===== src/logic/rv_params.svh =====
// Core parameters
`ifndef RV_PARAMS_SVH
`define RV_PARAMS_SVH

// Address of the first instruction fetched after reset
`define RV_RESET_PC 32'h0000_0000

// Sequential PC increment, one 32-bit instruction
`define RV_PC_STEP 32'd4

// Low address bits that must be zero for a word access
`define RV_WORD_ALIGN_BITS 2

`endif


===== src/logic/rv_pkg.sv =====
// Core types
package rv_pkg;

  typedef logic [31:0] word_t;
  typedef logic [4:0]  reg_idx_t;

  // RV32I major opcodes
  typedef enum logic [6:0] {
    OPC_LOAD     = 7'b0000011,
    OPC_STORE    = 7'b0100011,
    OPC_BRANCH   = 7'b1100011,
    OPC_JALR     = 7'b1100111,
    OPC_JAL      = 7'b1101111,
    OPC_MISC_MEM = 7'b0001111,
    OPC_OP_IMM   = 7'b0010011,
    OPC_OP       = 7'b0110011,
    OPC_SYSTEM   = 7'b1110011,
    OPC_AUIPC    = 7'b0010111,
    OPC_LUI      = 7'b0110111
  } opcode_e;

  typedef enum logic [3:0] {
    CLS_ALU_REG,
    CLS_ALU_IMM,
    CLS_LUI,
    CLS_AUIPC,
    CLS_BRANCH,
    CLS_JAL,
    CLS_JALR,
    CLS_LOAD,
    CLS_STORE,
    CLS_HALT,
    CLS_NOP
  } op_class_e;

  typedef enum logic [2:0] {
    ST_FETCH,
    ST_DECODE,
    ST_EXECUTE,
    ST_MEMORY,
    ST_HALTED
  } core_state_e;

  typedef struct packed {
    op_class_e  op_class;
    logic [2:0] funct3;
    logic       alt;
    reg_idx_t   rd;
    reg_idx_t   rs1;
    reg_idx_t   rs2;
    word_t      imm;
  } decoded_t;

  typedef struct packed {
    logic  req;
    logic  we;
    word_t addr;
    word_t wdata;
  } mem_req_t;

  typedef struct packed {
    logic     we;
    reg_idx_t rd;
    word_t    data;
  } rf_write_t;

endpackage


===== src/logic/rv_regfile.sv =====
// Integer register file
module rv_regfile (
  input  logic              clk,
  input  logic              rst,
  input  rv_pkg::reg_idx_t  i_rs1,
  input  rv_pkg::reg_idx_t  i_rs2,
  output rv_pkg::word_t     o_rs1_data,
  output rv_pkg::word_t     o_rs2_data,
  input  rv_pkg::rf_write_t i_exec_wr,
  input  rv_pkg::rf_write_t i_load_wr
);
  import rv_pkg::*;

  word_t regs [32];

  // x0 always reads as zero
  assign o_rs1_data = (i_rs1 == '0) ? '0 : regs[i_rs1];
  assign o_rs2_data = (i_rs2 == '0) ? '0 : regs[i_rs2];

  // Execute and load writes never occur in the same cycle
  always_ff @(posedge clk) begin
    if (rst) begin
      for (int i = 0; i < 32; i++) begin
        regs[i] <= '0;
      end
    end else if (i_exec_wr.we && i_exec_wr.rd != '0) begin
      regs[i_exec_wr.rd] <= i_exec_wr.data;
    end else if (i_load_wr.we && i_load_wr.rd != '0) begin
      regs[i_load_wr.rd] <= i_load_wr.data;
    end
  end

endmodule


===== src/logic/rv_decoder.sv =====
// Instruction decoder
module rv_decoder (
  input  rv_pkg::word_t    i_insn,
  output rv_pkg::decoded_t o_dec
);
  import rv_pkg::*;

  opcode_e    opcode;
  logic [6:0] funct7;
  logic [2:0] funct3;
  op_class_e  op_class;
  word_t      imm_i;
  word_t      imm_s;
  word_t      imm_b;
  word_t      imm_j;
  word_t      imm_u;

  assign opcode = opcode_e'(i_insn[6:0]);
  assign funct7 = i_insn[31:25];
  assign funct3 = i_insn[14:12];

  // Sign-extended immediates of each format
  assign imm_i = {{20{i_insn[31]}}, i_insn[31:20]};
  assign imm_s = {{20{i_insn[31]}}, i_insn[31:25], i_insn[11:7]};
  assign imm_b = {{19{i_insn[31]}}, i_insn[31], i_insn[7], i_insn[30:25], i_insn[11:8], 1'b0};
  assign imm_j = {{11{i_insn[31]}}, i_insn[31], i_insn[19:12], i_insn[20], i_insn[30:21], 1'b0};
  assign imm_u = {i_insn[31:12], 12'b0};

  // Unknown and M-extension encodings fall through as NOP
  always_comb begin
    op_class = CLS_NOP;
    case (opcode)
      OPC_OP: begin
        if (funct7 == 7'b0000000 ||
            (funct7 == 7'b0100000 && (funct3 == 3'b000 || funct3 == 3'b101))) begin
          op_class = CLS_ALU_REG;
        end
      end
      OPC_OP_IMM: op_class = CLS_ALU_IMM;
      OPC_LUI:    op_class = CLS_LUI;
      OPC_AUIPC:  op_class = CLS_AUIPC;
      OPC_BRANCH: op_class = CLS_BRANCH;
      OPC_JAL:    op_class = CLS_JAL;
      OPC_JALR:   op_class = CLS_JALR;
      // Word accesses only
      OPC_LOAD:   op_class = (funct3 == 3'b010) ? CLS_LOAD : CLS_NOP;
      OPC_STORE:  op_class = (funct3 == 3'b010) ? CLS_STORE : CLS_NOP;
      OPC_SYSTEM: op_class = (i_insn[31:7] == '0) ? CLS_HALT : CLS_NOP;
      default:    op_class = CLS_NOP;
    endcase
  end

  always_comb begin
    o_dec.op_class = op_class;
    o_dec.funct3   = funct3;
    o_dec.alt      = i_insn[30];
    o_dec.rd       = i_insn[11:7];
    o_dec.rs1      = i_insn[19:15];
    o_dec.rs2      = i_insn[24:20];
    case (op_class)
      CLS_STORE:            o_dec.imm = imm_s;
      CLS_BRANCH:           o_dec.imm = imm_b;
      CLS_JAL:              o_dec.imm = imm_j;
      CLS_LUI, CLS_AUIPC:   o_dec.imm = imm_u;
      default:              o_dec.imm = imm_i;
    endcase
  end

endmodule


===== src/logic/rv_alu.sv =====
// Integer ALU and branch unit
`include "rv_params.svh"

module rv_alu (
  input  rv_pkg::decoded_t i_dec,
  input  rv_pkg::word_t    i_pc,
  input  rv_pkg::word_t    i_rs1_data,
  input  rv_pkg::word_t    i_rs2_data,
  output rv_pkg::word_t    o_result,
  output rv_pkg::word_t    o_target,
  output logic             o_taken
);
  import rv_pkg::*;

  word_t      op_b;
  word_t      sum;
  word_t      sra_out;
  word_t      alu_out;
  logic [4:0] shamt;
  logic       eq;
  logic       lt;
  logic       ltu;
  logic       cond;

  // Second operand is rs2 only for register-register ops
  assign op_b  = (i_dec.op_class == CLS_ALU_REG) ? i_rs2_data : i_dec.imm;
  assign sum   = i_rs1_data + op_b;
  assign shamt = op_b[4:0];

  // Arithmetic shift kept apart so the sign fills from the left
  assign sra_out = $signed(i_rs1_data) >>> shamt;

  assign eq  = (i_rs1_data == i_rs2_data);
  assign lt  = ($signed(i_rs1_data) < $signed(i_rs2_data));
  assign ltu = (i_rs1_data < i_rs2_data);

  always_comb begin
    case (i_dec.funct3)
      3'b000: begin
        // SUB only exists in the register form
        if (i_dec.op_class == CLS_ALU_REG && i_dec.alt) begin
          alu_out = i_rs1_data - i_rs2_data;
        end else begin
          alu_out = sum;
        end
      end
      3'b001: alu_out = i_rs1_data << shamt;
      3'b010: alu_out = {31'd0, $signed(i_rs1_data) < $signed(op_b)};
      3'b011: alu_out = {31'd0, i_rs1_data < op_b};
      3'b100: alu_out = i_rs1_data ^ op_b;
      3'b101: alu_out = i_dec.alt ? sra_out : i_rs1_data >> shamt;
      3'b110: alu_out = i_rs1_data | op_b;
      default: alu_out = i_rs1_data & op_b;
    endcase
  end

  always_comb begin
    case (i_dec.op_class)
      CLS_ALU_REG, CLS_ALU_IMM: o_result = alu_out;
      CLS_LUI:                  o_result = i_dec.imm;
      CLS_AUIPC:                o_result = i_pc + i_dec.imm;
      CLS_JAL, CLS_JALR:        o_result = i_pc + `RV_PC_STEP;
      default:                  o_result = sum;
    endcase
  end

  always_comb begin
    case (i_dec.funct3)
      3'b000:  cond = eq;
      3'b001:  cond = !eq;
      3'b100:  cond = lt;
      3'b101:  cond = !lt;
      3'b110:  cond = ltu;
      3'b111:  cond = !ltu;
      default: cond = 1'b0;
    endcase
  end

  assign o_taken  = (i_dec.op_class == CLS_BRANCH) && cond;
  // JALR target has bit 0 cleared
  assign o_target = (i_dec.op_class == CLS_JALR) ? {sum[31:1], 1'b0} : i_pc + i_dec.imm;

endmodule


===== src/logic/rv_fetch_unit.sv =====
// Instruction fetch and sequencing
`include "rv_params.svh"

module rv_fetch_unit (
  input  logic                clk,
  input  logic                rst,
  input  rv_pkg::decoded_t    i_dec,
  input  rv_pkg::word_t       i_alu_result,
  input  rv_pkg::word_t       i_alu_target,
  input  logic                i_alu_taken,
  input  logic                i_rsp_valid,
  input  rv_pkg::word_t       i_rsp_data,
  output rv_pkg::mem_req_t    o_req,
  output rv_pkg::word_t       o_pc,
  output rv_pkg::word_t       o_insn,
  output rv_pkg::rf_write_t   o_exec_wr,
  output rv_pkg::core_state_e o_state,
  output logic                o_halt
);
  import rv_pkg::*;

  core_state_e state;
  core_state_e state_next;
  word_t       pc;
  word_t       pc_next;
  word_t       insn;
  logic        writes_rd;
  logic        redirect;

  assign writes_rd = (i_dec.op_class inside {CLS_ALU_REG, CLS_ALU_IMM, CLS_LUI, CLS_AUIPC,
                                              CLS_JAL, CLS_JALR});
  assign redirect  = (i_dec.op_class == CLS_JAL) || (i_dec.op_class == CLS_JALR) || i_alu_taken;
  assign pc_next   = redirect ? i_alu_target : pc + `RV_PC_STEP;

  always_comb begin
    case (state)
      ST_FETCH:  state_next = ST_DECODE;
      ST_DECODE: state_next = ST_EXECUTE;
      ST_EXECUTE: begin
        if (i_dec.op_class == CLS_HALT) begin
          state_next = ST_HALTED;
        end else if (i_dec.op_class == CLS_LOAD || i_dec.op_class == CLS_STORE) begin
          state_next = ST_MEMORY;
        end else begin
          state_next = ST_FETCH;
        end
      end
      ST_MEMORY: state_next = ST_FETCH;
      default:   state_next = ST_HALTED;
    endcase
  end

  // Reset parks in MEMORY so the first fetch follows release by one cycle
  always_ff @(posedge clk) begin
    if (rst) begin
      state <= ST_MEMORY;
      pc    <= `RV_RESET_PC;
      insn  <= '0;
    end else begin
      state <= state_next;
      if (state == ST_DECODE && i_rsp_valid) begin
        insn <= i_rsp_data;
      end
      if (state == ST_EXECUTE) begin
        pc <= pc_next;
      end
    end
  end

  always_comb begin
    o_req.req        = (state == ST_FETCH);
    o_req.we         = 1'b0;
    o_req.addr       = pc;
    o_req.wdata      = '0;
    o_exec_wr.we     = (state == ST_EXECUTE) && writes_rd;
    o_exec_wr.rd     = i_dec.rd;
    o_exec_wr.data   = i_alu_result;
  end

  assign o_pc    = pc;
  assign o_insn  = insn;
  assign o_state = state;
  assign o_halt  = (state == ST_HALTED);

endmodule


===== src/logic/rv_lsu.sv =====
// Word load/store unit
`include "rv_params.svh"

module rv_lsu (
  input  logic                clk,
  input  logic                rst,
  input  rv_pkg::core_state_e i_state,
  input  rv_pkg::decoded_t    i_dec,
  input  rv_pkg::word_t       i_addr,
  input  rv_pkg::word_t       i_rs2_data,
  input  logic                i_rsp_valid,
  input  rv_pkg::word_t       i_rsp_data,
  output rv_pkg::mem_req_t    o_req,
  output rv_pkg::rf_write_t   o_load_wr
);
  import rv_pkg::*;

  logic     is_mem;
  logic     aligned;
  logic     issue;
  logic     is_store;
  logic     load_pending;
  reg_idx_t load_rd;

  assign is_store = (i_dec.op_class == CLS_STORE);
  assign is_mem   = (i_state == ST_EXECUTE) && (i_dec.op_class == CLS_LOAD || is_store);
  // Misaligned words are dropped here
  assign aligned  = (i_addr[`RV_WORD_ALIGN_BITS-1:0] == '0);
  assign issue    = is_mem && aligned;

  always_ff @(posedge clk) begin
    if (rst) begin
      load_pending <= 1'b0;
    end else begin
      load_pending <= issue && !is_store;
    end
  end

  always_ff @(posedge clk) begin
    if (issue && !is_store) begin
      load_rd <= i_dec.rd;
    end
  end

  always_comb begin
    o_req.req      = issue;
    o_req.we       = issue && is_store;
    o_req.addr     = i_addr;
    o_req.wdata    = i_rs2_data;
    o_load_wr.we   = i_rsp_valid && load_pending;
    o_load_wr.rd   = load_rd;
    o_load_wr.data = i_rsp_data;
  end

endmodule


===== src/logic/rv_mem_arbiter.sv =====
// Memory port arbiter
module rv_mem_arbiter (
  input  logic             clk,
  input  logic             rst,
  input  rv_pkg::mem_req_t i_fetch_req,
  input  rv_pkg::mem_req_t i_lsu_req,
  output logic             o_fetch_rsp_valid,
  output logic             o_lsu_rsp_valid,
  output logic             o_mem_req,
  output logic             o_mem_we,
  output rv_pkg::word_t    o_mem_addr,
  output rv_pkg::word_t    o_mem_wdata
);
  import rv_pkg::*;

  mem_req_t sel;
  logic     grant_lsu;
  logic     read_pending;

  // LSU wins when both ask
  assign sel = i_lsu_req.req ? i_lsu_req : i_fetch_req;

  assign o_mem_req   = sel.req;
  assign o_mem_we    = sel.we;
  assign o_mem_addr  = sel.addr;
  assign o_mem_wdata = sel.wdata;

  // Grant record for the read data returning next cycle
  always_ff @(posedge clk) begin
    if (rst) begin
      grant_lsu    <= 1'b0;
      read_pending <= 1'b0;
    end else begin
      grant_lsu    <= i_lsu_req.req;
      read_pending <= sel.req && !sel.we;
    end
  end

  assign o_fetch_rsp_valid = read_pending && !grant_lsu;
  assign o_lsu_rsp_valid   = read_pending && grant_lsu;

endmodule


===== src/logic/rv_core.sv =====
// RV32I multi-cycle core
module rv_core (
  input  logic          clk,
  input  logic          rst,
  output logic          o_mem_req,
  output logic          o_mem_we,
  output rv_pkg::word_t o_mem_addr,
  output rv_pkg::word_t o_mem_wdata,
  input  rv_pkg::word_t i_mem_rdata,
  output logic          o_halt
);
  import rv_pkg::*;

  decoded_t    dec;
  core_state_e state;
  word_t       pc;
  word_t       insn;
  word_t       rs1_data;
  word_t       rs2_data;
  word_t       alu_result;
  word_t       alu_target;
  logic        alu_taken;
  mem_req_t    fetch_req;
  mem_req_t    lsu_req;
  logic        fetch_rsp_valid;
  logic        lsu_rsp_valid;
  rf_write_t   exec_wr;
  rf_write_t   load_wr;

  rv_fetch_unit i_fetch (
    .clk(clk), .rst(rst), .i_dec(dec),
    .i_alu_result(alu_result), .i_alu_target(alu_target), .i_alu_taken(alu_taken),
    .i_rsp_valid(fetch_rsp_valid), .i_rsp_data(i_mem_rdata),
    .o_req(fetch_req), .o_pc(pc), .o_insn(insn), .o_exec_wr(exec_wr),
    .o_state(state), .o_halt(o_halt)
  );

  rv_decoder i_decoder (.i_insn(insn), .o_dec(dec));

  rv_regfile i_regfile (
    .clk(clk), .rst(rst), .i_rs1(dec.rs1), .i_rs2(dec.rs2),
    .o_rs1_data(rs1_data), .o_rs2_data(rs2_data),
    .i_exec_wr(exec_wr), .i_load_wr(load_wr)
  );

  rv_alu i_alu (
    .i_dec(dec), .i_pc(pc), .i_rs1_data(rs1_data), .i_rs2_data(rs2_data),
    .o_result(alu_result), .o_target(alu_target), .o_taken(alu_taken)
  );

  rv_lsu i_lsu (
    .clk(clk), .rst(rst), .i_state(state), .i_dec(dec),
    .i_addr(alu_result), .i_rs2_data(rs2_data),
    .i_rsp_valid(lsu_rsp_valid), .i_rsp_data(i_mem_rdata),
    .o_req(lsu_req), .o_load_wr(load_wr)
  );

  rv_mem_arbiter i_arbiter (
    .clk(clk), .rst(rst), .i_fetch_req(fetch_req), .i_lsu_req(lsu_req),
    .o_fetch_rsp_valid(fetch_rsp_valid), .o_lsu_rsp_valid(lsu_rsp_valid),
    .o_mem_req(o_mem_req), .o_mem_we(o_mem_we),
    .o_mem_addr(o_mem_addr), .o_mem_wdata(o_mem_wdata)
  );

endmodule


===== config.mk =====
export PLATFORM = sky130hd
export DESIGN_NAME = rv_core
export DESIGN_NICKNAME = d
export VERILOG_FILES = /design/src/logic/rv_pkg.sv /design/src/logic/rv_regfile.sv /design/src/logic/rv_decoder.sv /design/src/logic/rv_alu.sv /design/src/logic/rv_fetch_unit.sv /design/src/logic/rv_lsu.sv /design/src/logic/rv_mem_arbiter.sv /design/src/logic/rv_core.sv
export VERILOG_INCLUDE_DIRS = /design/src /design/src/logic
export SDC_FILE = /design/constraint.sdc
export NUM_CORES = 2
export LEC_CHECK = 0
export ABC_AREA = 0
export CAP_MARGIN = 20
export CORE_AREA = 3 3 519 315
export CTS_BUF_LIST = sky130_fd_sc_hd__clkbuf_2
export CTS_CLUSTER_SIZE = 10
export DETAILED_ROUTE_END_ITERATION = 12
export DIE_AREA = 0 0 522 318
export DONT_BUFFER_PORTS = 1
export SETUP_SLACK_MARGIN = 0.2
export SLEW_MARGIN = 20
export SYNTH_ARGS = -nofsm -noshare
export SYNTH_HDL_FRONTEND = slang
export SYNTH_SLANG_ARGS = --single-unit

===== constraint.sdc =====
create_clock -name clk -period 10.3 [get_ports clk]
set_clock_uncertainty 0.2 [all_clocks]
set_input_delay 0.515 -clock clk [delete_from_list [all_inputs] [get_ports clk]]
set_output_delay 0.515 -clock clk [all_outputs]
set_load 0.01 [all_outputs]

==> qor_table.md <==
| Step | Result | Value |
|:---|:---|:---|
| status | Outcome | completed |
| timing | Minimum period implied by the final worst setup slack | 10010 ps |
| synthesis | Most frequently used flop master after synthesis | sky130_fd_sc_hd__edfxtp_1 |
| floorplanning | # IOs | 101 |
| timing | Headroom to the max-slew limit | 16.47% |
| synthesis | Gate count after technology mapping | 6298 |
| setup path | Cells on worst reg2reg path | 26 |
| grt | Total congestion overflow | 0 |
| hold path | Hold worst-path end | i_fetch.o_insn[23] |
| setup path | CP Capture Type | output pin |
| cells and area | Count of placed standard cells in the final layout, fillers left out | 8792 |
| placed design | Placed cell count | 8217 |
| floorplanning | Area enclosed by the die boundary | 0.1660 mm² |
| timing | Slew @ Worst Pin | 1218 ps |
| synthesis | Number of storage elements in the synthesis netlist | 1109 |
| detailed routing | Average vias per placed instance | 7.087 |
| grt | Antenna violations before repair | 24 |
| floorplanning | Height of the chip | 318 µm |
| cells and area | Final net count | 6674 |
| timing | Part of the cycle the worst path needs | 97.17% |
| hold path | Worst min-delay path category | input pin to flip-flop |
| clock network | Clock buffer count from CTS | 277 |
| grt | Global Route Usage Sum | 41.49% |
| detailed routing | Count of vias placed by the detailed router | 62.31k |
| synthesis | Number of distinct standard cells referenced by the synthesized netlist | 120 |
| cells and area | Sequential cell area | 0.03253 mm² |
| clock network | Clock transition at the register clock pins on the worst setup and hold paths after CTS | 150 ps |
| setup path | Setup crit start kind | flip-flop |
| setup path | Critical path type | flip-flop to output pin |
| clock network | Root buf cell | sky130_fd_sc_hd__clkbuf_2 |
| cells and area | Area occupied by multi-input gates | 0.03673 mm² |
| hold path | Worst Hold Path Cells | 4 |
| floorplanning | Effective utilization at floorplan | 45.16% |
| timing | Final setup violation count | 0 |
| detailed routing | Remaining routing DRC violations | 0 |
| cells and area | Synth-to-Final Area Change | 9.904% |
| power | Power density over the cells | 120.0 mW/mm² |
| synthesis | Post-synthesis cell area | 0.07158 mm² |
| detailed routing | Length of the first detailed-routing pass in iterations | 6 |
| timing | Setup repair after global routing missed its margin | yes |
| hold path | Startpoint of the most critical hold path | i_mem_rdata[23] |
| clock network | Insertion delay of the later-clocked pin in the worst-skew pair | 1570 ps |
| floorplanning | Die width | 522 µm |
| clock network | Number of H-tree levels | 5 |
| clock network | Count of clock tree sinks | 1109 |
| timing | Setup tns final | 0 ps |
| setup path | Worst-path fanout max | 34 |
| grt | First-pass GRT wire length | 477600 µm |
| placed design | HPWL after detailed placement | 248300 µm |
| synthesis | EDFF count, synth | 1029 |
| placed design | RePlAce Congestion | 1.158 |
| detailed routing | Initial DRC Count | 12.12k |
| setup path | Reg-to-reg slack, setup | 1610 ps |
| clock network | TritonCTS clock tree | built |
| setup path | CP arrival | 9290 ps |
| grt | Number of global-route vias before repair | 58.32k |
| detailed routing | Routed Antenna Nets | 0 |
| synthesis | Part of the Yosys area used for sequential elements | 45.41% |
| timing | Number of endpoints with negative hold slack in the final report | 0 |
| floorplanning | Number of rows in the core area | 113 |
| placed design | Port buffer count | 0 |
| synthesis | Proportion of register bits with asynchronous set or reset after synthesis | 0% |
| floorplanning | Core area | 0.1585 mm² |
| power | VDD IR max | 0.08757 mV |
| detailed routing | Wirelength per Cell | 40.15 µm |
| detailed routing | Wire length after detailed routing | 353000 µm |
| synthesis | Yosys synthesis warning count | 0 |
| power | Leakage Power | 0.02709 µW |
| timing | Max-slew violation total from the final report | 0 |
| setup path | Endpoint required time on the critical path | 9590 ps |
| grt | Pin count of the biggest net entering global routing | 118 |
| clock network | Buffers from clock root to sink, at most | 4 |
| synthesis | Average instance area after synthesis | 11.36 µm² |
| flow run | Maximum Capacitance Violations | 0 |
| setup path | Critical R2R Capture | i_fetch.o_pc[11] |
| timing | Highest clock frequency the design can meet | 99.92 MHz |
| cells and area | Filler instances | 14.26k |
| cells and area | Commonest non-fill, non-tap cells in the layout | sky130_fd_sc_hd__nor2_1, sky130_fd_sc_hd__edfxtp_1, sky130_fd_sc_hd__mux4_2, sky130_fd_sc_hd__nand2_1, sky130_fd_sc_hd__clkbuf_2 |
| cells and area | Layout cell share with drive strength beyond 1 | 24.85% |
| cells and area | Commonest non-fill, non-tap cell in the layout | sky130_fd_sc_hd__nor2_1 |
## cell type report
type | count | share of cell area [%]
clock inverter | 61 | 0.4915
clock buffer | 389 | 2.475
timing repair buffer | 425 | 4.808
inverter | 154 | 0.7380
sequential | 1109 | 41.36
multi-input combinational | 4509 | 46.69
tap | 2127 | 3.383
antenna | 18 | 0.05726
## what timing repair did
| item | 4_1_cts | 5_1_grt |
|---|---|---|
| hold buffers | 89 | 0 |
| pin swaps | 0 | 3 |
| setup endpoints to repair | 13 | 14 |
| hold endpoints to repair | 1973 | 0 |
| setup buffers | 3 | 14 |
| resized for setup | 3 | 15 |
## critical path, stage by stage, from the launching register on
cell	delay, ps
sky130_fd_sc_hd__dfxtp_4	530
sky130_fd_sc_hd__buf_4	230
sky130_fd_sc_hd__buf_12	160
sky130_fd_sc_hd__buf_4	230
sky130_fd_sc_hd__mux4_2	560
sky130_fd_sc_hd__a22oi_1	270
sky130_fd_sc_hd__nand2_1	160
sky130_fd_sc_hd__a22oi_2	500
sky130_fd_sc_hd__o211a_1	200
sky130_fd_sc_hd__or2_1	130
sky130_fd_sc_hd__buf_4	480
sky130_fd_sc_hd__inv_1	140
sky130_fd_sc_hd__ha_1	290
sky130_fd_sc_hd__nand3b_1	140
sky130_fd_sc_hd__nand3_1	160
sky130_fd_sc_hd__a21o_1	270
sky130_fd_sc_hd__o21bai_2	550
sky130_fd_sc_hd__buf_4	280
sky130_fd_sc_hd__a21boi_0	120
sky130_fd_sc_hd__nor2_1	830
sky130_fd_sc_hd__a211oi_1	210
sky130_fd_sc_hd__o21bai_1	210
sky130_fd_sc_hd__a211oi_1	70
sky130_fd_sc_hd__a31o_2	310
sky130_fd_sc_hd__o21ai_0	530
sky130_fd_sc_hd__buf_4	280
## stage by stage
stage | worst slack, ps | hold slack [ps] | area (µm²) | power [µW] | util (%)
floorplan | 2588 | 206.4 | 71690 | 5834 | -
global placement | 804.8 | 275.4 | 75010 | 6296 | 47.33
detailed placement | 1287 | 277.5 | 75050 | 6308 | 47.35
CTS | 240.2 | 7.863 | 78380 | 9381 | 49.45
global route | 110.3 | 76.58 | 78620 | 9706 | 49.61
finish | 291.8 | 150.5 | 78670 | 9440 | 49.63
## synthesized netlist by cell type (32+ instances only)
cell type	count	share of area (%)
sky130_fd_sc_hd__ha_1	161	2.8
sky130_fd_sc_hd__buf_1	47	0.25
sky130_fd_sc_hd__mux2i_1	93	1.3
sky130_fd_sc_hd__o21ai_0	196	1.4
sky130_fd_sc_hd__nand3_1	88	0.62
sky130_fd_sc_hd__o211ai_1	32	0.34
sky130_fd_sc_hd__a31oi_1	39	0.34
sky130_fd_sc_hd__o22ai_1	42	0.37
sky130_fd_sc_hd__mux2_2	56	0.88
sky130_fd_sc_hd__nand2b_1	73	0.64
sky130_fd_sc_hd__edfxtp_1	1029	43
sky130_fd_sc_hd__and3_1	33	0.29
sky130_fd_sc_hd__xor2_1	36	0.44
sky130_fd_sc_hd__buf_2	144	1.0
sky130_fd_sc_hd__a21o_1	89	0.93
sky130_fd_sc_hd__a211oi_1	51	0.53
sky130_fd_sc_hd__o31ai_1	38	0.40
sky130_fd_sc_hd__nor2_1	1236	6.5
sky130_fd_sc_hd__inv_1	147	0.77
sky130_fd_sc_hd__mux4_2	584	18
sky130_fd_sc_hd__nor3_1	138	0.96
sky130_fd_sc_hd__nand2_1	432	2.3
sky130_fd_sc_hd__and2_1	42	0.37
sky130_fd_sc_hd__xnor2_1	70	0.86
sky130_fd_sc_hd__dfxtp_1	80	2.2
sky130_fd_sc_hd__clkbuf_1	312	1.6
sky130_fd_sc_hd__a21oi_1	342	2.4
sky130_fd_sc_hd__a22oi_1	68	0.71
## registers in the layout, indices dropped and copies added (netlist names), named ones only
signal	cells
i_lsu.load_pending	1
i_fetch.o_insn	32
i_arbiter.grant_lsu	1
i_fetch.o_pc	32
i_lsu.load_rd	5
i_arbiter.read_pending	1
i_fetch.o_state	3
i_regfile.regs	1024
## per-layer routing
metal,vias to the layer above,share of wire [%],global-route usage [%]
met1,31433,41,62.58
met2,5806,36,49.70
met4,16,3.0,11.22
met5,-,0.082,0
li1,24334,-,-
met3,720,19,23.02
## kinds of logic after synthesis
| family | after synthesis | share of synthesized area [%] |
|---|---|---|
| flip-flops | 1109 | 45.41 |
| adder cells (fa/ha/maj) | 164 | 2.898 |
| buffers and inverters | 711 | 4.421 |
| multiplexers | 739 | 20.65 |
| AO/OA/AOI/OAI | 1211 | 11.33 |
| AND/OR/NAND/NOR | 2257 | 13.98 |
| XOR/XNOR | 106 | 1.297 |
| other | 1 | 0.005239 |
## worst max path at each step
stage | end | slack [ps] | cells past startpoint
final | o_mem_addr[15] | 290 | 25
after global routing | o_mem_addr[28] | 110 | 20
after CTS | o_mem_addr[28] | 240 | 18
after detailed placement | o_mem_addr[27] | 1290 | 26
after global placement | o_mem_addr[27] | 800 | 26
after floorplan | o_mem_addr[28] | 2590 | 25
## where the power goes
part           switching [µW]  internal, µW
logic                     796           391
clock network            1990          1120
registers                85.2          5050
(Power assumes the default switching activity.)
